File: src/design/controlConsts.svh
`ifndef CONTROL_CONSTS_SVH
`define CONTROL_CONSTS_SVH

// Opcode field inside the instruction word
`define OPCODE_MSB 31
`define OPCODE_LSB 27

// Processor data path width
`define WORD_WIDTH 32

// Execute step counter
`define STEP_WIDTH 3

// Longest execute sequence (load)
`define MAX_EXEC_STEPS 5

`endif

File: src/design/isaPkg.sv
`include "controlConsts.svh"

package isaPkg;

	typedef logic [`WORD_WIDTH-1:0] word_t;
	typedef logic [`OPCODE_MSB-`OPCODE_LSB:0] opcodeField_t;

	// Supported opcodes, encodings as in the ISA
	typedef enum opcodeField_t {
		opLoad    = 5'd0,
		opLoadImm = 5'd1,
		opStore   = 5'd2,
		opAdd     = 5'd3,
		opSub     = 5'd4,
		opShr     = 5'd5,
		opShra    = 5'd6,
		opShl     = 5'd7,
		opRor     = 5'd8,
		opRol     = 5'd9,
		opAnd     = 5'd10,
		opOr      = 5'd11,
		opAddImm  = 5'd12,
		opAndImm  = 5'd13,
		opOrImm   = 5'd14,
		opNeg     = 5'd17,
		opNot     = 5'd18,
		opBranch  = 5'd19,
		opJumpReg = 5'd20,
		opNop     = 5'd26,
		opHalt    = 5'd27
	} opcode_t;

	// Groups of opcodes that share one step sequence
	typedef enum logic [3:0] {
		classLoad, classLoadImm, classStore, classAluReg, classAluImm,
		classBranch, classJumpReg, classNop, classHalt
	} instrClass_t;

endpackage

File: src/design/controlPkg.sv
`include "controlConsts.svh"

package controlPkg;

	// Execute step counter
	typedef logic [`STEP_WIDTH-1:0] step_t;

	// Who drives the single bus in a step
	// srcRegister is Rout, srcBaseRegister is BAout
	typedef enum logic [2:0] {
		srcNone, srcPc, srcMdr, srcZLow, srcRegister, srcBaseRegister, srcCSign
	} busSource_t;

	typedef enum logic [3:0] {
		aluNone, aluAdd, aluSub, aluAnd, aluOr,
		aluShr, aluShra, aluShl, aluRor, aluRol,
		aluNegate, aluNot, aluIncPc, aluBranch
	} aluOp_t;

	// Register field of the IR that addresses the register file
	typedef enum logic [1:0] {
		fieldNone, fieldA, fieldB, fieldC
	} regField_t;

	typedef enum logic [2:0] {
		phaseReset,
		phaseFetch0,
		phaseFetch1,
		phaseFetch2,
		phaseExecute,
		phaseHalted
	} phase_t;

endpackage

File: src/design/controlStepIf.sv
`timescale 1ns/100ps

interface controlStepIf (
	input logic clock
);
	import isaPkg::*;
	import controlPkg::*;

	// From the sequencer
	phase_t phase;
	step_t step;

	// From the decoder
	instrClass_t instrClass;
	aluOp_t operation;
	step_t execLength;

	modport sequencer (output phase, step, input execLength, instrClass);

	modport decoder (output instrClass, operation, execLength);

	// Shared by both step tables
	modport tables (input clock, phase, step, instrClass, operation, execLength);

endinterface

File: src/design/opcodeDecoder.sv
`timescale 1ns/100ps
`include "controlConsts.svh"

module opcodeDecoder (
	input isaPkg::word_t ir,
	controlStepIf.decoder step
);
	import isaPkg::*;
	import controlPkg::*;

	opcodeField_t opcodeBits;
	instrClass_t instrClass;
	aluOp_t operation;
	step_t execLength;

	assign opcodeBits = ir[`OPCODE_MSB:`OPCODE_LSB];

	// Class and ALU operation per opcode
	always_comb begin
		instrClass = classNop;
		operation = aluNone;
		case (opcodeBits)
			opLoad: begin
				instrClass = classLoad;
				operation = aluAdd;
			end
			opLoadImm: begin
				instrClass = classLoadImm;
				operation = aluAdd;
			end
			opStore: begin
				instrClass = classStore;
				operation = aluAdd;
			end
			opAdd: begin
				instrClass = classAluReg;
				operation = aluAdd;
			end
			opSub: begin
				instrClass = classAluReg;
				operation = aluSub;
			end
			opAnd: begin
				instrClass = classAluReg;
				operation = aluAnd;
			end
			opOr: begin
				instrClass = classAluReg;
				operation = aluOr;
			end
			// Shifts and rotates use the same three steps as add
			opShr: begin
				instrClass = classAluReg;
				operation = aluShr;
			end
			opShra: begin
				instrClass = classAluReg;
				operation = aluShra;
			end
			opShl: begin
				instrClass = classAluReg;
				operation = aluShl;
			end
			opRor: begin
				instrClass = classAluReg;
				operation = aluRor;
			end
			opRol: begin
				instrClass = classAluReg;
				operation = aluRol;
			end
			opNeg: begin
				instrClass = classAluReg;
				operation = aluNegate;
			end
			opNot: begin
				instrClass = classAluReg;
				operation = aluNot;
			end
			opAddImm: begin
				instrClass = classAluImm;
				operation = aluAdd;
			end
			opAndImm: begin
				instrClass = classAluImm;
				operation = aluAnd;
			end
			opOrImm: begin
				instrClass = classAluImm;
				operation = aluOr;
			end
			opBranch: instrClass = classBranch;
			opJumpReg: instrClass = classJumpReg;
			opHalt: instrClass = classHalt;
			// Anything else idles for one step
			default: instrClass = classNop;
		endcase
	end

	// Number of execute steps per class
	always_comb begin
		case (instrClass)
			classLoad: execLength = step_t'(`MAX_EXEC_STEPS);
			classStore, classBranch: execLength = step_t'(4);
			classLoadImm, classAluReg, classAluImm: execLength = step_t'(3);
			default: execLength = step_t'(1);
		endcase
	end

	assign step.instrClass = instrClass;
	assign step.operation = operation;
	assign step.execLength = execLength;

endmodule

File: src/design/stepSequencer.sv
`timescale 1ns/100ps

module stepSequencer (
	input logic clock,
	input logic reset,
	controlStepIf.sequencer step,
	output logic clear
);
	import isaPkg::*;
	import controlPkg::*;

	phase_t phase;
	step_t count;
	logic lastStep;

	assign lastStep = (count == step.execLength - step_t'(1));

	// ------------------------------
	// Phase and step state machine
	// ------------------------------
	always_ff @(posedge clock, posedge reset) begin
		if (reset) begin
			phase <= phaseReset;
			count <= '0;
		end else begin
			case (phase)
				phaseReset: phase <= phaseFetch0;
				phaseFetch0: phase <= phaseFetch1;
				phaseFetch1: phase <= phaseFetch2;
				phaseFetch2: begin
					phase <= phaseExecute;
					count <= '0;
				end
				phaseExecute: begin
					if (lastStep) begin
						count <= '0;
						if (step.instrClass == classHalt) begin
							phase <= phaseHalted;
						end else begin
							phase <= phaseFetch0;
						end
					end else begin
						count <= count + step_t'(1);
					end
				end
				// Only reset gets out of here
				phaseHalted: phase <= phaseHalted;
				default: phase <= phaseReset;
			endcase
		end
	end

	assign step.phase = phase;
	assign step.step = count;

	// Clears the data path registers
	assign clear = (phase == phaseReset);

	// ------------------------------
	// Assertions
	// ------------------------------

	// Decoded length bounds the counter in every execute step
	stepBelowLength: assert property (
		@(posedge clock) disable iff (reset)
		phase == phaseExecute |-> count < step.execLength
	) else $error("execute step %0d reached length %0d", count, step.execLength);

	haltedIsSticky: assert property (
		@(posedge clock) disable iff (reset)
		phase == phaseHalted |=> phase == phaseHalted
	) else $error("left halted phase without reset");

endmodule

File: src/design/busTransferTable.sv
`timescale 1ns/100ps

module busTransferTable (
	controlStepIf.tables step,
	input logic conditionFlag,
	output controlPkg::busSource_t busSource,
	output controlPkg::regField_t registerSelect,
	output logic registerIn,
	output logic mdrIn,
	output logic marIn,
	output logic yIn,
	output logic irIn,
	output logic pcIn,
	output logic conIn,
	output logic zLowIn
);
	import isaPkg::*;
	import controlPkg::*;

	always_comb begin
		busSource = srcNone;
		registerSelect = fieldNone;
		registerIn = 1'b0;
		mdrIn = 1'b0;
		marIn = 1'b0;
		yIn = 1'b0;
		irIn = 1'b0;
		pcIn = 1'b0;
		conIn = 1'b0;
		zLowIn = 1'b0;
		case (step.phase)
			// ------------------------------
			// Fetch
			// ------------------------------
			phaseFetch0: begin
				busSource = srcPc;
				marIn = 1'b1;
				zLowIn = 1'b1;
			end
			phaseFetch1: begin
				busSource = srcZLow;
				pcIn = 1'b1;
				mdrIn = 1'b1;
			end
			phaseFetch2: begin
				busSource = srcMdr;
				irIn = 1'b1;
			end
			// ------------------------------
			// Execute
			// ------------------------------
			phaseExecute: begin
				case (step.instrClass)
					// Address is base register plus sign extended C
					classLoad, classLoadImm, classStore: begin
						case (step.step)
							step_t'(0): begin
								busSource = srcBaseRegister;
								registerSelect = fieldB;
								yIn = 1'b1;
							end
							step_t'(1): begin
								busSource = srcCSign;
								zLowIn = 1'b1;
							end
							step_t'(2): begin
								busSource = srcZLow;
								if (step.instrClass == classLoadImm) begin
									registerSelect = fieldA;
									registerIn = 1'b1;
								end else begin
									marIn = 1'b1;
								end
							end
							step_t'(3): begin
								if (step.instrClass == classStore) begin
									busSource = srcBaseRegister;
									registerSelect = fieldA;
								end else begin
									mdrIn = 1'b1;
								end
							end
							step_t'(4): begin
								busSource = srcMdr;
								registerSelect = fieldA;
								registerIn = 1'b1;
							end
							default: ;
						endcase
					end
					classAluReg, classAluImm: begin
						case (step.step)
							step_t'(0): begin
								busSource = srcRegister;
								registerSelect = fieldB;
								yIn = 1'b1;
							end
							step_t'(1): begin
								// Second operand is Rc or the constant
								if (step.instrClass == classAluImm) begin
									busSource = srcCSign;
								end else begin
									busSource = srcRegister;
									registerSelect = fieldC;
								end
								zLowIn = 1'b1;
							end
							step_t'(2): begin
								busSource = srcZLow;
								registerSelect = fieldA;
								registerIn = 1'b1;
							end
							default: ;
						endcase
					end
					classBranch: begin
						case (step.step)
							step_t'(0): begin
								busSource = srcRegister;
								registerSelect = fieldA;
								conIn = 1'b1;
							end
							step_t'(1): begin
								busSource = srcPc;
								yIn = 1'b1;
							end
							step_t'(2): begin
								busSource = srcCSign;
								zLowIn = 1'b1;
							end
							step_t'(3): begin
								// Target only taken when CON FF is set
								busSource = srcZLow;
								pcIn = conditionFlag;
							end
							default: ;
						endcase
					end
					classJumpReg: begin
						busSource = srcRegister;
						registerSelect = fieldA;
						pcIn = 1'b1;
					end
					default: ;
				endcase
			end
			default: ;
		endcase
	end

	registerWriteHasField: assert property (
		@(posedge step.clock)
		$rose(registerIn) |-> registerSelect != fieldNone
	) else $error("register write with no register field selected");

endmodule

File: src/design/aluMemoryTable.sv
`timescale 1ns/100ps

module aluMemoryTable (
	controlStepIf.tables step,
	output controlPkg::aluOp_t aluOperation,
	output logic memRead,
	output logic memWrite
);
	import isaPkg::*;
	import controlPkg::*;

	always_comb begin
		aluOperation = aluNone;
		memRead = 1'b0;
		memWrite = 1'b0;
		case (step.phase)
			// PC plus one goes to Z while the PC is on the bus
			phaseFetch0: aluOperation = aluIncPc;
			phaseFetch1: memRead = 1'b1;
			phaseExecute: begin
				case (step.instrClass)
					classLoad, classStore: begin
						if (step.step == step_t'(1)) begin
							aluOperation = step.operation;
						end
						if (step.step == step_t'(3)) begin
							memRead = (step.instrClass == classLoad);
							memWrite = (step.instrClass == classStore);
						end
					end
					classLoadImm, classAluReg, classAluImm: begin
						if (step.step == step_t'(1)) begin
							aluOperation = step.operation;
						end
					end
					classBranch: begin
						// PC plus offset, condition applied later
						if (step.step == step_t'(2)) begin
							aluOperation = aluBranch;
						end
					end
					default: ;
				endcase
			end
			default: ;
		endcase
	end

	// ------------------------------
	// Memory port sanity
	// ------------------------------
	memoryExclusive: assert property (
		@(posedge step.clock)
		!(memRead && memWrite)
	) else $error("memory read and write in the same cycle");

endmodule

File: src/design/controlUnit.sv
`timescale 1ns/100ps

module controlUnit (
	input logic clock,
	input logic reset,
	input logic conditionFlag,
	input isaPkg::word_t ir,
	output logic clear,
	output controlPkg::busSource_t busSource,
	output controlPkg::regField_t registerSelect,
	output logic registerIn,
	output logic mdrIn,
	output logic marIn,
	output logic yIn,
	output logic irIn,
	output logic pcIn,
	output logic conIn,
	output logic zLowIn,
	output controlPkg::aluOp_t aluOperation,
	output logic memRead,
	output logic memWrite
);

	controlStepIf stepBus (
		.clock(clock)
	);

	opcodeDecoder decoder0 (
		.ir(ir),
		.step(stepBus)
	);

	stepSequencer sequencer0 (
		.clock(clock),
		.reset(reset),
		.step(stepBus),
		.clear(clear)
	);

	// Bus side of the control word
	busTransferTable busTable0 (
		.step(stepBus),
		.conditionFlag(conditionFlag),
		.busSource(busSource),
		.registerSelect(registerSelect),
		.registerIn(registerIn),
		.mdrIn(mdrIn),
		.marIn(marIn),
		.yIn(yIn),
		.irIn(irIn),
		.pcIn(pcIn),
		.conIn(conIn),
		.zLowIn(zLowIn)
	);

	aluMemoryTable aluTable0 (
		.step(stepBus),
		.aluOperation(aluOperation),
		.memRead(memRead),
		.memWrite(memWrite)
	);

endmodule

File: config.mk
export PLATFORM = sky130hd
export DESIGN_NAME = controlUnit
export DESIGN_NICKNAME = d
export VERILOG_FILES = /design/src/design/isaPkg.sv /design/src/design/controlPkg.sv /design/src/design/controlStepIf.sv /design/src/design/opcodeDecoder.sv /design/src/design/stepSequencer.sv /design/src/design/busTransferTable.sv /design/src/design/aluMemoryTable.sv /design/src/design/controlUnit.sv
export VERILOG_INCLUDE_DIRS = /design/src /design/src/design
export SDC_FILE = /design/constraint.sdc
export NUM_CORES = 1
export LEC_CHECK = 0
export BUFFER_PORTS_ARGS = -buffer_cell sky130_fd_sc_hd__buf_2
export CORE_MARGIN = 8
export CORE_UTILIZATION = 51
export CTS_CLUSTER_SIZE = 10
export DETAILED_ROUTE_END_ITERATION = 10
export PLACE_DENSITY_LB_ADDON = 0.25
export SLEW_MARGIN = 5
export SYNTH_ARGS = -nofsm -noshare
export SYNTH_HDL_FRONTEND = slang
export SYNTH_HIERARCHICAL = 1
export SYNTH_SLANG_ARGS = --single-unit
File: constraint.sdc
create_clock -name clock -period 3.84 [get_ports clock]
set_input_delay 0.768 -clock clock [delete_from_list [all_inputs] [get_ports clock]]
set_output_delay 0.768 -clock clock [all_outputs]
set_load 0.005 [all_outputs]
==> summary.txt, run 1 <==
Status
  – Status: completed

Clocking
  – H-Tree Depth: 1
  – Clk_lat worst skew: 0.25 ns
  – Clock Tree Buf Depth: 2
  – CTS root buf: clkbuf_4
  – Clock sink count: 6
  – Setup bufs post-CTS: 0
  – Hold-fix buffers, CTS: 0
  – Clock transition at the registers of the reported paths: 0.05 ns
  – CTS tree: built
  – Clock buffer count from CTS: 3
  – Post-CTS sizing: 0

Die
  – CORE AREA: 3000 um^2
  – Die height: 71.7 um
  – Die width: 71.7 um
  – Starting Density: 0.527
  – Io pins: 55
  – Core Rows: 20
  – Die ar.: 5140 um^2

Layout
  – Syn-to-layout area delta: 12.7%
  – Nets: 285
  – Multi-input combinational cell area: 1270 um^2
  – N_diodes: 0
  – Share of cells above drive strength 1: 0.224
  – Final std cells w/o fill: 279
  – Most common cell after layout, fill and taps aside: buf_2
  – # fillers: 291
  – Register Area: 150 um^2
  – Most frequent cells in the layout: buf_2, nor2_1, nand2b_1, buf_4, a21oi_1

Critical path
  – CP endpoint kind: output pin
  – Crit-path max FO: 9
  – Flop2flop setup slack: 2.12 ns
  – Critical Path RT: 3.07 ns
  – Critical Path Source Type: primary input
  – CP Class: in2out
  – Arr. time, crit path: 2.86 ns

Timing
  – FMAX: 276 MHz
  – Setup Skew: 0.000405 ns
  – Final period utilization: 0.944
  – Slew at the pin closest to its max-slew limit: 0.703 ns
  – Max-Slew Margin vs Limit: 0.531
  – Period minus WS final: 3.62 ns
  – RSZ-0062 raised after global routing: no
  – Final Max Slew Viols: 0
  – Final setup viols: 0
  – Final count of hold timing violations: 0
  – Fin Setup TNS: 0 ns

Route
  – Antenna Violating Nets Remaining: 0
  – Drt first pass iters: 4
  – Via count: 1691
  – Drt initial violations: 221
  – # DRC: 0
  – Routed vias/inst: 6.06
  – DR WL/cell: 14.7 um
  – WL final: 4.11 mm

Power
  – Sw Pwr: 433 uW
  – Combinational Power Share: 0.658
  – Clock share of power: 0.072
  – Sw Share: 0.518
  – Worst VDD drop: 0.186 mV
  – Pint: 404 uW
  – Flop pwr share: 0.270
  – PwrDens: 469 nW/um^2
  – Pleak: 0.760 nW

Global routing
  – Overall Global Routing Usage: 0.162
  – Initial antenna violation count: 0
  – Vias in the first global route: 1549
  – First-pass GRT wire length: 7.15 mm
  – Grt total ovfl: 0
  – Largest net degree at the start of global routing: 21

Job
  – MaxCap Viol Count: 0

Placement
  – RD Place Congestion: 0.881
  – Number of port buffers: 27
  – Placed cells: 276
  – DP HPWL: 3.08 mm

Synth
  – Register area share after synthesis: 0.0949
  – Syn Nets: 255
  – Yosys warnings: 6
  – Synthesized area: 1580 um^2
  – Cell count after synthesis: 218
  – Synth unique cells: 62
  – Avg Cell Area, Syn: 7.26 um^2
  – #FFs+latches synth: 6
  – Async SR Flop Fraction: 1.00
  – Synth Flop Type: dfrtp_1
  – EDFF count, synth: 0

Worst hold path
  – Worst min path class: in2async
-- cells in the mapped netlist (2+ instances only) --
library cell   n  area (um^2)
nor2_1        23         86.3
nand2b_1      15         93.8
a21oi_1       12         60.1
inv_1         10         37.5
nor2b_1        9         56.3
a31oi_1        8         50.1
buf_2          8         40.0
nand2_1        8         30.0
nand3_1        8         40.0
dfrtp_1        6          150
nand3b_1       6         45.0
o21ai_0        6         30.0
o22ai_1        6         37.5
buf_4          5         37.5
xnor2_1        5         43.8
a211oi_1       4         30.0
buf_6          4         45.0
nand4_1        4         25.0
nor3_1         4         20.0
nor3b_1        4         30.0
xor2_1         4         35.0
and2_1         3         18.8
and2b_1        3         22.5
o21ai_1        3         15.0
or3b_1         3         26.3
a21o_1         2         15.0
a41oi_1        2         17.5
and3_1         2         12.5
and3b_1        2         17.5
ha_1           2         25.0
mux2i_1        2         20.0
nor4b_4        2         47.6
o211ai_1       2         15.0
o22a_1         2         17.5
o31ai_1        2         15.0
-- flip-flops by register name, summed over array words and instances, names as in the netlist --
signal and flops:
sequencer0/step.phase 3, sequencer0/step.step 3
-- metrics by stage --
stage	utilization	hold slack, ns	instance area, um^2	power, mW	setup slack [ns]
3_5_place_dp	0.587	0.682	1760	0.775	0.243
4_1_cts	0.594	0.418	1780	0.838	0.236
6_report	0.594	0.418	1780	0.837	0.216
3_3_place_gp	0.587	0.682	1760	0.763	0.264
2_1_floorplan	-	0.559	1580	0.624	0.506
5_1_grt	0.594	0.431	1780	0.917	0.127
-- cells by family (layout without fill, tap and decap cells) --
group                    after synthesis  count (layout)  synth area share
AO/OA/AOI/OAI                         65              65             0.289
XOR/XNOR                              10              10            0.0640
adder cells (fa/ha/maj)                2               2            0.0158
buffers and inverters                 27              55             0.101
flip-flops                             6               6            0.0949
multiplexers                           3               3            0.0198
AND/OR/NAND/NOR                      105             105             0.415
-- cell type report --
cell class	count	share of cell area
Clock buffer	3	0.0126
Inverter	10	0.0210
Multi-Input combinational cell	185	0.713
Sequential cell	6	0.0842
Tap cell	33	0.0231
Timing Repair Buffer	42	0.146
-- final timing paths --
check / start / to / cells past startpoint
worst max-delay path: ir[27] / registerSelect[0] / 11
worst min-delay path: reset / sequencer0/step.phase[1] / 2
worst max register to register: sequencer0/step.step[0] / sequencer0/step.step[2] / 3
worst min register to register: sequencer0/step.phase[2] / sequencer0/step.phase[1] / 1
max in group asynchronous: reset / sequencer0/step.step[1] / 2
min in group clock: sequencer0/step.phase[2] / sequencer0/step.phase[1] / 1
-- layer usage --
metal / GRT usage / part of all wire
met1: 0.217 / 0.48
met2: 0.272 / 0.47
met3: 0.0181 / 0.051
met5: 0 / 0
met4: 0.0295 / 0
-- power by group through the flow --
stage          combinational [mW]  sequential [mW]  clock, mW
6_report                    0.551            0.226     0.0602
5_1_grt                     0.614            0.238     0.0648
4_1_cts                     0.553            0.224     0.0611
3_5_place_dp                0.550            0.225          0
3_3_place_gp                0.540            0.223          0
2_1_floorplan               0.482            0.142          0
-- critical path: stages --
cell and delay, ns:
buf_2 0.15, or3b_1 0.38, a21oi_1 0.14, o22ai_1 0.20, buf_4 0.22, o21a_1 0.20
buf_4 0.15, nor3_1 0.18, o211ai_1 0.11, a31oi_1 0.21, buf_2 0.14
Note: power is estimated with default switching activity, not from simulation.
==> inputs of run 2 (changes only) <==
--- a/config.mk
+++ b/config.mk
@@ -7,7 +7,6 @@
 export NUM_CORES = 1
 export LEC_CHECK = 0
 export BUFFER_PORTS_ARGS = -buffer_cell sky130_fd_sc_hd__buf_2
-export CORE_MARGIN = 8
 export CORE_UTILIZATION = 51
 export CTS_CLUSTER_SIZE = 10
 export DETAILED_ROUTE_END_ITERATION = 10
==> run 2 against run 1 <==
Against the previous run:
- the flow now finishes with violations (DRC)
- critical path type unchanged
- register-to-register slack got worse by 0.04 ns
- flip-flop and latch count unchanged
- final cell count decreased by 2.5%
- wire length decreased by 7.5%
- maximum frequency decreased by 0.22%
- sequential power decreased by 7%
- clock skew about the same
- clock power decreased by 8.1%
- utilization increased by 1.3 points
- die area decreased by 35%
- non-clock buffer count decreased by 5
==> summary.txt, run 2 (synthesized netlist as in run 1, its figures left out) <==
Layout
  – Most common cell after layout, fill and taps aside: buf_2 (unchanged)
  – Nets: 280 (was 285)
  – Syn-to-layout area delta: 9.41% (was 12.7%)
  – Final std cells w/o fill: 272 (was 279)
  – Util after Layout: 0.607 (was 0.594)
  – N_diodes: 0 (unchanged)
  – Most frequent cells in the layout: buf_2, nor2_1, nand2b_1, a21oi_1 (was buf_2, nor2_1, nand2b_1, buf_4, a21oi_1)
  – Share of cells above drive strength 1: 0.207 (was 0.224)

Die
  – Die ar.: 3330 um^2 (was 5140 um^2)
  – Die height: 57.7 um (was 71.7 um)
  – Io pins: 55 (unchanged)
  – Starting Density: 0.555 (was 0.527)
  – Die width: 57.7 um (was 71.7 um)
  – CORE AREA: 2850 um^2 (was 3000 um^2)
  – Core Rows: 19 (was 20)

Critical path
  – FF-to-FF End: sequencer0/step.step[2] (unchanged)
  – Critical Path RT: 3.07 ns (about the same)
  – Crit path cell chain: buf_2 > xor2_1 > o22ai_1 > a32oi_1 > and2_1 > o22a_1 > o21ai_0 > a31o_2 > buf_2 (was buf_2 > or3b_1 > a21oi_1 > o22ai_1 > buf_4 > o21a_1 > buf_4 > nor3_1 > o211ai_1 > a31oi_1 > buf_2)
  – CP endpoint kind: output pin (unchanged)
  – Flop2flop setup slack: 2.08 ns (was 2.12 ns)
  – Critical Path Source Type: primary input (unchanged)
  – Slowest Stage Delay on Critical Path: 0.57 ns (was 0.38 ns)
  – CP Class: in2out (unchanged)
  – Worst r2r src: sequencer0/step.step[0] (unchanged)
  – Crit-path max FO: 17 (was 9)
  – Worst r2r path cells: 3 (unchanged)
  – Worst setup startpoint: ir[29] (was ir[27])
  – Slowest cell on the critical path: a32oi_1 (was or3b_1)
  – Arr. time, crit path: 2.86 ns (about the same)
  – Critical Path Most Common Cell: buf_2

Power
  – Final Power: 817 uW (was 837 uW)
  – Pleak: 0.733 nW (was 0.760 nW)
  – PwrDens: 472 nW/um^2 (was 469 nW/um^2)
  – Worst VDD drop: 0.545 mV (was 0.186 mV)

Route
  – # DRC: 2 (was 0)
  – Drt first pass iters: 7 (was 4)
  – WL final: 3.80 mm (was 4.11 mm)
  – DR WL/cell: 14.0 um (was 14.7 um)
  – Drt initial violations: 105 (was 221)
  – Via count: 1652 (was 1691)
  – Routed vias/inst: 6.07 (was 6.06)
  – Antenna Violating Nets Remaining: 0 (unchanged)

Placement
  – RD Place Congestion: 0.876 (was 0.881)
  – Placed cells: 269 (was 276)
  – Number of port buffers: 27 (unchanged)
  – DP HPWL: 2.78 mm (was 3.08 mm)

Timing
  – Final setup viols: 0 (unchanged)
  – Fin Setup TNS: 0 ns (unchanged)
  – RSZ-0062 raised after global routing: no (unchanged)
  – Max-Slew Margin vs Limit: 0.519 (was 0.531)
  – Final period utilization: 0.946 (was 0.944)
  – Slew at the pin closest to its max-slew limit: 0.722 ns (was 0.703 ns)
  – Final count of hold timing violations: 0 (unchanged)
  – Final Max Slew Viols: 0 (unchanged)
  – Setup Skew: 0.000873 ns (was 0.000405 ns)
  – FMAX: 275 MHz (was 276 MHz)
  – Period minus WS final: 3.63 ns (was 3.62 ns)
  – Hold_ws: 0.427 ns (was 0.418 ns)

Status
  – Violated checks: DRC
  – Status: finished with violations (was completed)

Global routing
  – Grt total ovfl: 0 (unchanged)
  – Vias in the first global route: 1377 (was 1549)
  – Overall Global Routing Usage: 0.226 (was 0.162)
  – Initial antenna violation count: 0 (unchanged)
  – Largest net degree at the start of global routing: 20 (was 21)
  – First-pass GRT wire length: 6.16 mm (was 7.15 mm)

Clocking
  – H-Tree Depth: 1 (unchanged)
  – Post-CTS sizing: 0 (unchanged)
  – Clk_lat worst skew: 0.24 ns (was 0.25 ns)
  – CTS tree: built (unchanged)
  – Clock Tree Buf Depth: 2 (unchanged)
  – Clock sink count: 6 (unchanged)
  – Hold-fix buffers, CTS: 0 (unchanged)
  – Setup bufs post-CTS: 0 (unchanged)
  – Clock buffer count from CTS: 3 (unchanged)
  – CTS root buf: clkbuf_4 (unchanged)
  – Clock transition at the registers of the reported paths: 0.04 ns (was 0.05 ns)

Job
  – MaxCap Viol Count: 0 (unchanged)

Worst hold path
  – Worst min path class: in2async (unchanged)
run 2: changes by cell type in the layout (fill, tap and decap cells not counted):
cell / change
buf_12: -1
buf_4: -4
run 2: per-stage QoR:
stage	area, um^2	setup WS [ns]
2_1_floorplan	1580	0.506
3_3_place_gp	1710	0.288
3_5_place_dp	1710	0.290
4_1_cts	1730	0.263
5_1_grt	1730	0.0669
6_report	1730	0.208
run 2: layer usage:
layer	global-route usage	up-vias	share of wire
li1	-	861	-
met1	0.328	744	0.49
met2	0.379	47	0.47
met3	0.0268	0	0.042
met4	0.0136	0	0
met5	0	-	0
run 2: layout make-up:
type,count,area [um^2]
multi-input combinational,185,1270
fill,284,1120
timing repair buffer,37,210
sequential,6,150
tap,31,38.8
inverter,10,37.5
clock buffer,3,22.5
run 2: worst max-delay path by stage:
stage | end | slack, ns | depth (start not counted)
after CTS | busSource[0] | 0.26 | 9
after global routing | busSource[0] | 0.07 | 9
after detailed placement | busSource[0] | 0.29 | 8
after floorplan | busSource[1] | 0.51 | 9
final | busSource[0] | 0.21 | 9
after global placement | busSource[0] | 0.29 | 8
run 2: worst max-delay path, delay by kind of cell:
kind,cells,cell delay (ns)
AND/OR/NAND/NOR,1,0.38
XOR/XNOR,1,0.17
buffers and inverters,2,0.36
AO/OA/AOI/OAI,5,1.18
run 2: power by group:
part | switching (mW) | internal [mW]
Clock | 0.0202 | 0.0352
Combinational | 0.275 | 0.277
Sequential | 0.122 | 0.0877
==> inputs of run 3 (changes only) <==
--- a/config.mk
+++ b/config.mk
@@ -7,7 +7,7 @@
 export NUM_CORES = 1
 export LEC_CHECK = 0
 export BUFFER_PORTS_ARGS = -buffer_cell sky130_fd_sc_hd__buf_2
-export CORE_UTILIZATION = 51
+export CORE_UTILIZATION = 44
 export CTS_CLUSTER_SIZE = 10
 export DETAILED_ROUTE_END_ITERATION = 10
 export PLACE_DENSITY_LB_ADDON = 0.25
==> run 3 against run 2 <==
Against the previous run:
- the flow now finishes without violations
- sequential share of layout area is 0.093 points lower
- highest routed layer unchanged
- setup slack better by 0.019 ns
- hold slack gained 0.0013 ns
- design area grew 1.1%
- first-iteration DRC count is 48% higher
- largest power group unchanged
==> summary.txt, run 3 (synthesized netlist as in run 1, its figures left out) <==
Layout
  – Register Area: 150 um^2 (unchanged)
  – Share of cells above drive strength 1: 0.207 (unchanged)
  – Most common cell after layout, fill and taps aside: buf_2 (unchanged)
  – Most frequent cells in the layout: buf_2, nor2_1, nand2b_1, a21oi_1 (unchanged)
  – Util after Layout: 0.516 (was 0.607)
  – Nets: 280 (unchanged)
  – Syn-to-layout area delta: 10.6% (was 9.41%)
  – Multi-input combinational cell area: 1270 um^2 (unchanged)
  – N_diodes: 0 (unchanged)
  – # fillers: 342 (was 284)

Die
  – Starting Density: 0.467 (was 0.555)
  – Die height: 62.0 um (was 57.7 um)
  – Die width: 62.0 um (was 57.7 um)
  – Die ar.: 3840 um^2 (was 3330 um^2)
  – Io pins: 55 (unchanged)
  – CORE AREA: 3390 um^2 (was 2850 um^2)
  – Core Rows: 21 (was 19)

Timing
  – Period minus WS final: 3.61 ns (was 3.63 ns)
  – FMAX: 277 MHz (was 275 MHz)
  – RSZ-0062 raised after global routing: no (unchanged)
  – Setup Skew: 0.000651 ns (was 0.000873 ns)
  – Final Max Slew Viols: 0 (unchanged)
  – Final count of hold timing violations: 0 (unchanged)
  – Final setup viols: 0 (unchanged)
  – Final worst setup slack: 0.228 ns (was 0.208 ns)
  – Hold_ws: 0.428 ns (was 0.427 ns)
  – Slew at the pin closest to its max-slew limit: 0.702 ns (was 0.722 ns)
  – Final period utilization: 0.941 (was 0.946)
  – Max-Slew Margin vs Limit: 0.532 (was 0.519)
  – Fin Setup TNS: 0 ns (unchanged)

Worst hold path
  – Worst min path class: in2async (unchanged)

Clocking
  – Clk_lat worst skew: 0.24 ns (about the same)
  – CTS root buf: clkbuf_4 (unchanged)
  – Setup bufs post-CTS: 0 (unchanged)
  – Clock buffer count from CTS: 3 (unchanged)
  – H-Tree Depth: 1 (unchanged)
  – Clock Tree Buf Depth: 2 (unchanged)
  – Hold-fix buffers, CTS: 0 (unchanged)
  – Clock sink count: 6 (unchanged)
  – CTS tree: built (unchanged)
  – Post-CTS sizing: 0 (unchanged)
  – Clock transition at the registers of the reported paths: 0.04 ns (about the same)

Global routing
  – Largest net degree at the start of global routing: 22 (was 20)
  – Grt total ovfl: 0 (unchanged)
  – First-pass GRT wire length: 6.35 mm (was 6.16 mm)
  – Initial antenna violation count: 0 (unchanged)
  – Overall Global Routing Usage: 0.214 (was 0.226)
  – Vias in the first global route: 1396 (was 1377)

Route
  – Drt initial violations: 155 (was 105)
  – WL final: 3.92 mm (was 3.80 mm)
  – Antenna Violating Nets Remaining: 0 (unchanged)
  – DR WL/cell: 13.7 um (was 14.0 um)
  – # DRC: 0 (was 2)
  – Drt first pass iters: 4 (was 7)
  – Via count: 1677 (was 1652)
  – Routed vias/inst: 5.84 (was 6.07)

Critical path
  – Crit-path max FO: 12 (was 17)
  – Critical Path Source Type: primary input (unchanged)
  – CP Class: in2out (unchanged)
  – Critical Path RT: 3.07 ns (about the same)
  – Arr. time, crit path: 2.84 ns (was 2.86 ns)
  – CP endpoint kind: output pin (unchanged)

Placement
  – DP HPWL: 2.84 mm (was 2.78 mm)
  – Worst slack at placement: 0.258 ns (was 0.290 ns)
  – Number of port buffers: 27 (unchanged)
  – RD Place Congestion: 0.839 (was 0.876)

Power
  – Final Power: 821 uW (was 817 uW)
  – Pleak: 0.732 nW (was 0.733 nW)
  – Worst VDD drop: 0.441 mV (was 0.545 mV)
  – PwrDens: 469 nW/um^2 (was 472 nW/um^2)

Job
  – MaxCap Viol Count: 0 (unchanged)

Status
  – Status: completed (was finished with violations)
-- run 3: routing by layer --
layer | global-route usage | wire length [um]
met5 | 0 | 0
met4 | 0.0254 | 0
met3 | 0.0290 | 97
met2 | 0.354 | 1800
met1 | 0.305 | 2020
-- run 3: per-stage QoR --
stage | instance area [um^2] | std cells
floorplan | 1580 | 218
global placement | 1730 | 284
detailed placement | 1730 | 284
CTS | 1750 | 287
global route | 1750 | 287
finish | 1750 | 287
-- run 3: critical path, cell delays in order --
cell      delay, ns
buf_2          0.21
buf_4          0.20
inv_1          0.09
a211oi_1       0.17
o22a_1         0.38
or4b_4         0.55
o21ai_2        0.12
nand3_1        0.08
a31oi_1        0.14
buf_2          0.13
-- run 3: worst paths after layout --
check,endpoint,startpoint,slack (ns),cells after the start
worst min register to register,sequencer0/step.phase[1],sequencer0/step.phase[2],0.78,1
max in group asynchronous,sequencer0/step.phase[0],reset,3.23,2
worst min-delay path,sequencer0/step.phase[2],reset,0.43,2
worst max-delay path,busSource[1],ir[31],0.23,10
worst max register to register,sequencer0/step.step[0],sequencer0/step.step[0],2.09,3
min in group clock,sequencer0/step.phase[1],sequencer0/step.phase[2],0.78,1
-- run 3: power by group --
part | switching (mW) | internal, mW | leakage [nW] | total [mW]
Clock | 0.0212 | 0.0352 | 0.0138 | 0.0564
Sequential | 0.137 | 0.0874 | 0.0781 | 0.224
Combinational | 0.267 | 0.273 | 0.640 | 0.540
Total | 0.425 | 0.396 | 0.732 | 0.821
-- run 3: final cells by class --
cell class,count,share of cell area
Inverter,10,0.0214
Tap cell,46,0.0329
Clock buffer,3,0.0129
Multi-Input combinational cell,185,0.727
Timing Repair Buffer,37,0.120
Sequential cell,6,0.0858
